==> src/rtl/rv_exec_pkg.sv <==
`default_nettype none

package rv_exec_pkg;

    localparam int xlen       = 32;
    localparam int reg_addr_w = 5;

    typedef enum logic [2:0] {
        class_alu    = 3'd0,
        class_branch = 3'd1,
        class_jump   = 3'd2,
        class_load   = 3'd3,
        class_store  = 3'd4,
        class_none   = 3'd5
    } op_class_e;

    // code space is reused per class, so plain constants instead of enum members
    typedef logic [3:0] inst_code_e;

    localparam inst_code_e inst_add  = 4'd0;
    localparam inst_code_e inst_sub  = 4'd1;
    localparam inst_code_e inst_and  = 4'd2;
    localparam inst_code_e inst_or   = 4'd3;
    localparam inst_code_e inst_xor  = 4'd4;
    localparam inst_code_e inst_sll  = 4'd5;
    localparam inst_code_e inst_srl  = 4'd6;
    localparam inst_code_e inst_sra  = 4'd7;
    localparam inst_code_e inst_slt  = 4'd8;
    localparam inst_code_e inst_sltu = 4'd9;

    localparam inst_code_e inst_beq  = 4'd0; // branch codes follow funct3
    localparam inst_code_e inst_bne  = 4'd1;
    localparam inst_code_e inst_blt  = 4'd4;
    localparam inst_code_e inst_bge  = 4'd5;
    localparam inst_code_e inst_bltu = 4'd6;
    localparam inst_code_e inst_bgeu = 4'd7;

    localparam inst_code_e inst_jal  = 4'd0;
    localparam inst_code_e inst_jalr = 4'd1;

    localparam inst_code_e inst_lb   = 4'd0;
    localparam inst_code_e inst_lh   = 4'd1;
    localparam inst_code_e inst_lw   = 4'd2;
    localparam inst_code_e inst_lbu  = 4'd4;
    localparam inst_code_e inst_lhu  = 4'd5;

    localparam inst_code_e inst_sb   = 4'd0;
    localparam inst_code_e inst_sh   = 4'd1;
    localparam inst_code_e inst_sw   = 4'd2;

    typedef enum logic [3:0] {
        op_add  = 4'd0,
        op_sub  = 4'd1,
        op_and  = 4'd2,
        op_or   = 4'd3,
        op_xor  = 4'd4,
        op_sll  = 4'd5,
        op_srl  = 4'd6,
        op_sra  = 4'd7,
        op_slt  = 4'd8,
        op_sltu = 4'd9
    } alu_op_e;

    typedef enum logic [1:0] {
        src_a_zero = 2'd0,
        src_a_reg  = 2'd1,
        src_a_pc   = 2'd2
    } src_a_e;

    typedef enum logic {
        src_b_imm = 1'b0,
        src_b_reg = 1'b1
    } src_b_e;

    typedef enum logic [1:0] {
        fwd_none   = 2'd0,
        fwd_ex_mem = 2'd1,
        fwd_mem_wb = 2'd2
    } fwd_sel_e;

    typedef enum logic [1:0] {
        size_byte = 2'd0,
        size_half = 2'd1,
        size_word = 2'd2
    } acc_size_e;

    typedef struct packed {
        logic                  valid;
        logic [xlen-1:0]       pc;
        logic [xlen-1:0]       pc_plus4;
        logic [reg_addr_w-1:0] rs1;
        logic [reg_addr_w-1:0] rs2;
        logic [xlen-1:0]       rs1_data;
        logic [xlen-1:0]       rs2_data;
        logic [xlen-1:0]       imm;
        logic [reg_addr_w-1:0] rd;
        op_class_e             op_class;
        inst_code_e            inst_code;
        src_a_e                src_a;
        src_b_e                src_b;
        logic                  reg_write;
        logic                  mem_read;
        logic                  mem_write;
        logic                  is_jalr;
    } id_ex_t;

    typedef struct packed {
        logic                  valid;
        logic [xlen-1:0]       alu_result;
        logic [xlen-1:0]       store_data;
        logic [xlen-1:0]       branch_target;
        logic [xlen-1:0]       pc_plus4;
        logic                  branch_taken;
        logic [reg_addr_w-1:0] rd;
        logic                  reg_write;
        logic                  mem_read;
        logic                  mem_write;
        acc_size_e             size;
        logic                  load_unsigned;
    } ex_mem_t;

    typedef struct packed {
        logic                  write;
        logic [reg_addr_w-1:0] rd;
        logic [xlen-1:0]       data;
    } wb_fwd_t;

endpackage

`default_nettype wire

==> src/rtl/forward_detect.sv <==
`timescale 1ns/1ps
`default_nettype none

module forward_detect import rv_exec_pkg::*; (
    input  wire logic [reg_addr_w-1:0] rs1,
    input  wire logic [reg_addr_w-1:0] rs2,
    input  wire ex_mem_t               ex_mem,
    input  wire wb_fwd_t               mem_wb,
    output fwd_sel_e                   fwd_a,
    output fwd_sel_e                   fwd_b
);

    function automatic fwd_sel_e pick_src(input logic [reg_addr_w-1:0] rs,
                                          input ex_mem_t em,
                                          input wb_fwd_t wb);
        fwd_sel_e sel;
        sel = fwd_none;
        // loads have no data yet in EX/MEM and come back through MEM/WB
        if (em.valid && em.reg_write && !em.mem_read && em.rd != '0 && em.rd == rs)
            sel = fwd_ex_mem;
        else if (wb.write && wb.rd != '0 && wb.rd == rs)
            sel = fwd_mem_wb;
        return sel;
    endfunction

    always_comb begin
        fwd_a = pick_src(rs1, ex_mem, mem_wb);
        fwd_b = pick_src(rs2, ex_mem, mem_wb);
    end

endmodule

`default_nettype wire

==> config.mk <==
export PLATFORM = sky130hd
export DESIGN_NAME = forward_detect
export DESIGN_NICKNAME = d
export VERILOG_FILES = /design/src/rtl/rv_exec_pkg.sv /design/src/rtl/forward_detect.sv
export SDC_FILE = /design/constraint.sdc
export NUM_CORES = 1
export LEC_CHECK = 0
export BUFFER_PORTS_ARGS = -buffer_cell sky130_fd_sc_hd__buf_2
export CORE_AREA = 3 3 74 76
export DETAILED_ROUTE_END_ITERATION = 10
export DIE_AREA = 0 0 77 79
export SYNTH_ARGS = -nofsm -noshare
export SYNTH_HDL_FRONTEND = slang
export SYNTH_SLANG_ARGS = --single-unit
==> constraint.sdc <==
create_clock -name vclk -period 1.5
set_clock_uncertainty 0.15 [all_clocks]
set_input_delay 0.075 -clock vclk [all_inputs]
set_output_delay 0.075 -clock vclk [all_outputs]
set_load 0.02 [all_outputs]
# [Word-level counts from Yosys, hierarchy flattened]
# Index checks and enable logic that the tools add are counted.
[word_totals] ff_bits=0 wordCells=19 inputBits=189
[op_classes] eq_ne=4 reduce_logical=11 n_mux=4
[op_table] op="$eq A5 B5 Y1" n=4
[op_table] op="$reduce_bool A5 Y1" n=2
[op_table] op="$logic_and A1 B1 Y1" n=8
[op_table] op="$mux W2" n=4
[op_table] op="$logic_not A1 Y1" n=1

# [Longest topological paths before layout]
# Gate-level depths: netlist of run 1.
[logic_depth] ltp_word=5 depth_mapped=4 ltp_nobuf=4

# [Worst setup path before layout of run 1]
# OpenSTA, ideal clock, no wires.
[synth_timing] path_type="input to output" startpoint="input port ex_mem[7] (netlist name)" endpoint="output port fwd_a[1]" arrival_ps=1627 slack_ps=-352 path_buffers=0 path_stages=4 cell_sequence="or4_1 o21ai_2 nor4_1 nor4_1"
[synth_via] elab_chain_cells=4 word_cells_on_any_way=5 cone_classes="eq/ne: 1; mux: 1; reduce/logical: 3"
[synth_lines] element="from (decl)" line="forward_detect.sv:7" rtl="input wire ex_mem_t ex_mem,"
[synth_lines] element="$reduce_bool A5 Y1" line="forward_detect.sv:19" rtl="if (em.valid && em.reg_write && !em.mem_read && em.rd != '0 && em.rd == rs)"
[synth_lines] element="$logic_and A1 B1 Y1" line="forward_detect.sv:19"
[synth_lines] element="$logic_and A1 B1 Y1 (*)" line="forward_detect.sv:19"
[synth_lines] element="$mux W2 (*)" line="forward_detect.sv:19"
[synth_lines] element="to (decl)" line="forward_detect.sv:9" rtl="output fwd_sel_e fwd_a,"
# Mark *: on every way between the ends. The rest lies on a longest branch, timed or not.

# [Final worst setup path of run 1]
[layout_timing] startpoint="input port ex_mem[8] (netlist name)" endpoint="output port fwd_b[1]"
[layout_via] elab_chain_cells=4 word_cells_on_any_way=5 cone_classes="eq/ne: 1; mux: 1; reduce/logical: 3"
[layout_lines] element="$reduce_bool A5 Y1" line="forward_detect.sv:19"
[layout_lines] element="$logic_and A1 B1 Y1" line="forward_detect.sv:19"
[layout_lines] element="$logic_and A1 B1 Y1 (*)" line="forward_detect.sv:19"
[layout_lines] element="$mux W2 (*)" line="forward_detect.sv:19"
[layout_lines] element="to (decl)" line="forward_detect.sv:10" rtl="output fwd_sel_e fwd_b"
# Marked as above.

==> flow_metrics.tcl, run 1 <==
set metrics [dict create \
    status "complete, but fails checks" \
    violations "setup timing" \
    drv_cap 0 \
    synth_simple_gate_area_share 0.310 \
    irDropWorstVdd_uv 28.6 \
    diodes 0 \
    seq_area_sq_um 0 \
    start_kind "primary input" \
    die-area_sq_um 6080 \
    yosys.area.top_type "xnor2_1" \
    core-area_sq_um 4790 \
    setup_slack_ns -0.0403 \
    intPower_mw 0.0775 \
    die_h_microns 79 \
    hold_ws_ns 0.418 \
    cp_cell_sequence "buf_6 > or4_4 > o21ai_4 > nor4_4 > nor4_4 > buf_4" \
    min_path_cells 4 \
    io_buffers 28 \
    finalCritPeriodShare 1.03 \
    finalSetupViolCount 2 \
    place_hpwl_microns 1390 \
    grt_usage 0.0465 \
    slew_headroom 0.809 \
    row_count 25 \
    ys_seq_area_frac 0 \
    gr-total-overflow 0 \
    drcViolationCount 0 \
    dp_slack_ns -0.135 \
    synth-adder-area-share 0 \
    yosysUniqueCellTypes 10 \
    stdcell_count 136 \
    syn_area_per_cell_sq_um 7.61 \
    design.seq.count 0 \
    synth_top_area_frac 0.526 \
    hold_viol 0 \
    grt_start_max_net_pins 4 \
    critPathRequiredTime_ns 1.27 \
    rsz0062_at_grt "yes" \
    synth_compound_area_frac 0.0329 \
    net-switching-power_mw 0.0735 \
    wire_per_inst_microns 10.8 \
    postCtsHoldBufs 0 \
    leakage_nw 0.239 \
    pwr-share-comb 1.000 \
    p_sw_frac 0.487 \
    syn_nets 224 \
    grt_pass1_vias 428 \
    synth_xor_xnor_area_share 0.657 \
    synth.most_common_cell "xnor2_1" \
    nets 260 \
    via_per_inst 2.85 \
    yosys-top-cells-area "xnor2_1, xor2_1, nor4_1, or4_1, nand4_1" \
    drive_gt1_frac 0.594 \
    critical_path_class "in -> out" \
    boundaryPins 193 \
    hp-class "in -> out" \
    netlist_top_cells_count "xnor2_1, nor4_1, xor2_1" \
    clockPowerShare 0 \
    cp_slowest_stage_delay_ns 0.54 \
    finalCriticalPeriod_ns 1.54 \
    cp_max_fo 2 \
    detail-route-antenna-nets 0 \
    tightest_slew_ns 0.284 \
    cp.arrival_ns 1.32 \
    area_growth_pct 139 \
    dp_cells 136 \
    drt_iter0_drc 2 \
    fmax_mhz 649 \
    synth_top_family_by_area "XOR/XNOR gates" \
    antenna_found_initial 1 \
    n_clock_buffer 0 \
    wirelength_microns 1460 \
    vias 387 \
    synth_mux_area_frac 0 \
    firstDrtPassIters 2 \
    pwr-share-seq 0 \
    yosysWarnings 0 \
    routabilityCongestion 0.717 \
    synth_cells 35 \
    start_util 0.0557 \
    cpMaxStageDelayCell "or4_4" \
    syn_area_sq_um 267 \
    slew_viol_final 0 \
    endpoint_kind "output port" \
    fin_util 0.133 \
    grt_pass1_wl_microns 2200 \
    path_common_cell "nor4_4" \
    die_w_microns 77 \
    power.density_nw_per_um2 237 \
]
==> logic make-up (layout without fill, tap and decap cells) <==
kind of cell    Yosys count  count (layout)
compound gates            1               1
xor+xnor                 20              20
buf+inv                   0              34
simple gates             14              14
==> cell type report <==
cell class | instances | area (sq um)
repair buffers | 34 | 209
fillers | 549 | 4150
well taps | 67 | 83.8
multi-input cells | 35 | 345
==> through the flow <==
stage	power [mW]	TNS, ns	cell area (sq um)
after floorplan	0.0652	0	309
after global placement	0.136	-0.325	578
after detailed placement	0.137	-0.325	578
after CTS	0.146	-0.173	609
after global routing	0.166	-0.148	638
final	0.151	-0.0716	638
==> routing by layer <==
| layer | track usage | routed length, microns | vias up |
|---|---|---|---|
| met4 | 0 | 5 | 2 |
| met2 | 0.0854 | 703 | 14 |
| met5 | 0 | 20 | - |
| met1 | 0.0463 | 546 | 176 |
| li1 | - | - | 193 |
| met3 | 0.0317 | 187 | 2 |
==> path summary, 6_finish.rpt <==
| check | from | endpoint | slack (ns) |
|---|---|---|---|
| min | mem_wb[37] | fwd_b[1] | 0.42 |
| max | ex_mem[8] | fwd_b[1] | -0.04 |
==> critical path: cells and delay by family <==
kind	cells	cell delay, ns
buf+inv	2	0.27
simple gates	3	0.74
compound gates	1	0.24
==> cells in the final DEF, fill, tap and decap left out <==
cell     count
nor4_4       4
nand4_1      2
xnor2_1     15
nand3_1      2
or4_4        1
xnor2_2      1
and3b_1      1
nor2_1       1
or4_1        1
nand2_1      2
xor2_1       4
buf_2       23
buf_4        8
o21ai_4      1
buf_6        3
==> power groups by stage <==
stage	logic [mW]	registers (mW)	clock network (mW)
after global routing	0.166	0	0
after CTS	0.146	0	0
final	0.151	0	0
after global placement	0.136	0	0
after detailed placement	0.137	0	0
after floorplan	0.0652	0	0
==> repair_timing <==
item,CTS,global route
buffers inserted,0,0
resized for setup,6,5
pin swaps,0,7
setup endpoints to repair,3,3
(Power assumes the default switching activity.)
==> run 2: changes to the inputs <==
==> constraint.sdc (replaced) <==
create_clock -name vclk -period 1.35
set_clock_uncertainty 0.15 [all_clocks]
set_input_delay 0.0675 -clock vclk [all_inputs]
set_output_delay 0.0675 -clock vclk [all_outputs]
set_load 0.02 [all_outputs]
==> run 2 against run 1 <==
  * The run still ends with setup timing left
  * Power is 33% higher
  * Cell count is 5.9% higher
  * First-iteration DRC count grew to 5.0 times the previous value
  * Global-route usage is 0.24 points higher
  * Combinational power is 33% higher
  * Die area stayed put
  * Non-clock buffer count is 8 higher
  * Sequential share of layout area stayed put
  * Sequential cell count stayed put
  * Critical path type unchanged
  * Largest power group unchanged
==> flow_metrics.tcl, run 2 (synthesis results as in run 1) <==
set metrics [dict create \
    seq_area_sq_um 0 \
    clockPowerShare 0 \
    start_kind "primary input" \
    gr-total-overflow 0 \
    fmax_mhz 658 \
    critPathRequiredTime_ns 1.13 \
    place_hpwl_microns 1390 \
    drive_gt1_frac 0.701 \
    wirelength_microns 1530 \
    nets 268 \
    setup_slack_ns -0.169 \
    diodes 0 \
    routabilityCongestion 0.659 \
    drcViolationCount 0 \
    hold_viol 0 \
    dp_slack_ns -0.258 \
    grt_pass1_wl_microns 2370 \
    cp_max_fo 2 \
    grt_start_max_net_pins 4 \
    layout_commonest_cell "buf_2" \
    antenna_found_initial 1 \
    rsz0062_at_grt "yes" \
    die_w_microns 77 \
    net-switching-power_mw 0.0919 \
    fin_util 0.157 \
    p_sw_frac 0.457 \
    violations "setup timing" \
    finalSetupViolCount 4 \
    n_fill_cell 539 \
    area_growth_pct 182 \
    grt_pass1_vias 461 \
    slew_viol_final 0 \
    drt_iter0_drc 10 \
    irDropWorstVdd_uv 37.3 \
    stdcell_count 144 \
    pwr-share-seq 0 \
    finish.instance_area_sq_um 751 \
    n_clock_buffer 0 \
    boundaryPins 193 \
    status "complete, but fails checks" \
    io_buffers 28 \
    endpoint_kind "output port" \
    drv_cap 0 \
    via_per_inst 2.99 \
    intPower_mw 0.109 \
    layout_common_cells "buf_2, buf_4, xnor2_1" \
    detail-route-antenna-nets 0 \
    power.density_nw_per_um2 268 \
    wire_per_inst_microns 10.6 \
    total_power_mw 0.201 \
    die_h_microns 79 \
    leakage_nw 0.302 \
    slew_headroom 0.780 \
    critical_path_class "in -> out" \
    core-area_sq_um 4790 \
    dp_cells 142 \
    placed_cell_area_sq_um 623 \
    design.seq.count 0 \
    die-area_sq_um 6080 \
    finalCritPeriodShare 1.13 \
    start_util 0.0557 \
    vias 430 \
    grt_usage 0.0489 \
    row_count 25 \
    cp.arrival_ns 1.30 \
    tightest_slew_ns 0.328 \
    firstDrtPassIters 2 \
    pwr-share-comb 1.000 \
    postCtsHoldBufs 0 \
    hp-class "in -> out" \
    finalCriticalPeriod_ns 1.52 \
]
run 2: cell count changes in the layout (fill, tap and decap cells not counted):
cell and delta:
buf_4 +6, buf_6 +4, xnor2_1 -3, xnor2_2 +3, buf_2 -2, nand3_1 -2
nand3_2 +2
run 2: power groups by stage:
stage          logic [mW]  clock network [mW]  registers (mW)
2_1_floorplan      0.0725                   0               0
3_3_place_gp        0.163                   0               0
3_5_place_dp        0.164                   0               0
4_1_cts             0.180                   0               0
5_1_grt             0.218                   0               0
6_report            0.201                   0               0
run 2: final timing paths:
| path | cells after the start | end | startpoint |
|---|---|---|---|
| setup / recovery | 6 | fwd_a[1] | ex_mem[9] |
| hold / removal | 4 | fwd_a[1] | mem_wb[37] |
run 2: critical path, stage by stage:
cell and delay [ns]:
buf_6 0.09, or4_4 0.53, o21ai_4 0.21, nor4_4 0.07
nor4_4 0.15, buf_4 0.18
run 2: cell type report:
class	instances	area, sq um	share of cell area
Multi-Input combinational cell	35	378	0.503
Timing Repair Buffer	42	289	0.385
Tap cell	67	83.8	0.112
run 2: layer usage:
metal,GRT usage,vias to the layer above,share of wire,routed length [microns]
met5,0,-,0.013,20
met4,0,2,0.019,29
met3,0.0340,4,0.14,221
met2,0.0854,16,0.48,731
met1,0.0517,199,0.34,527
li1,-,209,-,-
run 2: repair_timing:
action / 4_1_cts / 5_1_grt
setup endpoints to repair: 4 / 4
setup buffers: 0 / 2
hold endpoints to repair: 0 / 0
pin swaps: 7 / 5
gates resized for setup: 10 / 12
run 2: metrics by stage:
step                hold WS (ns)  setup TNS, ns
floorplan                  0.142         -0.208
global placement           0.394         -0.833
detailed placement         0.398         -0.868
CTS                        0.405         -0.591
global route               0.428         -0.705
finish                     0.405         -0.551
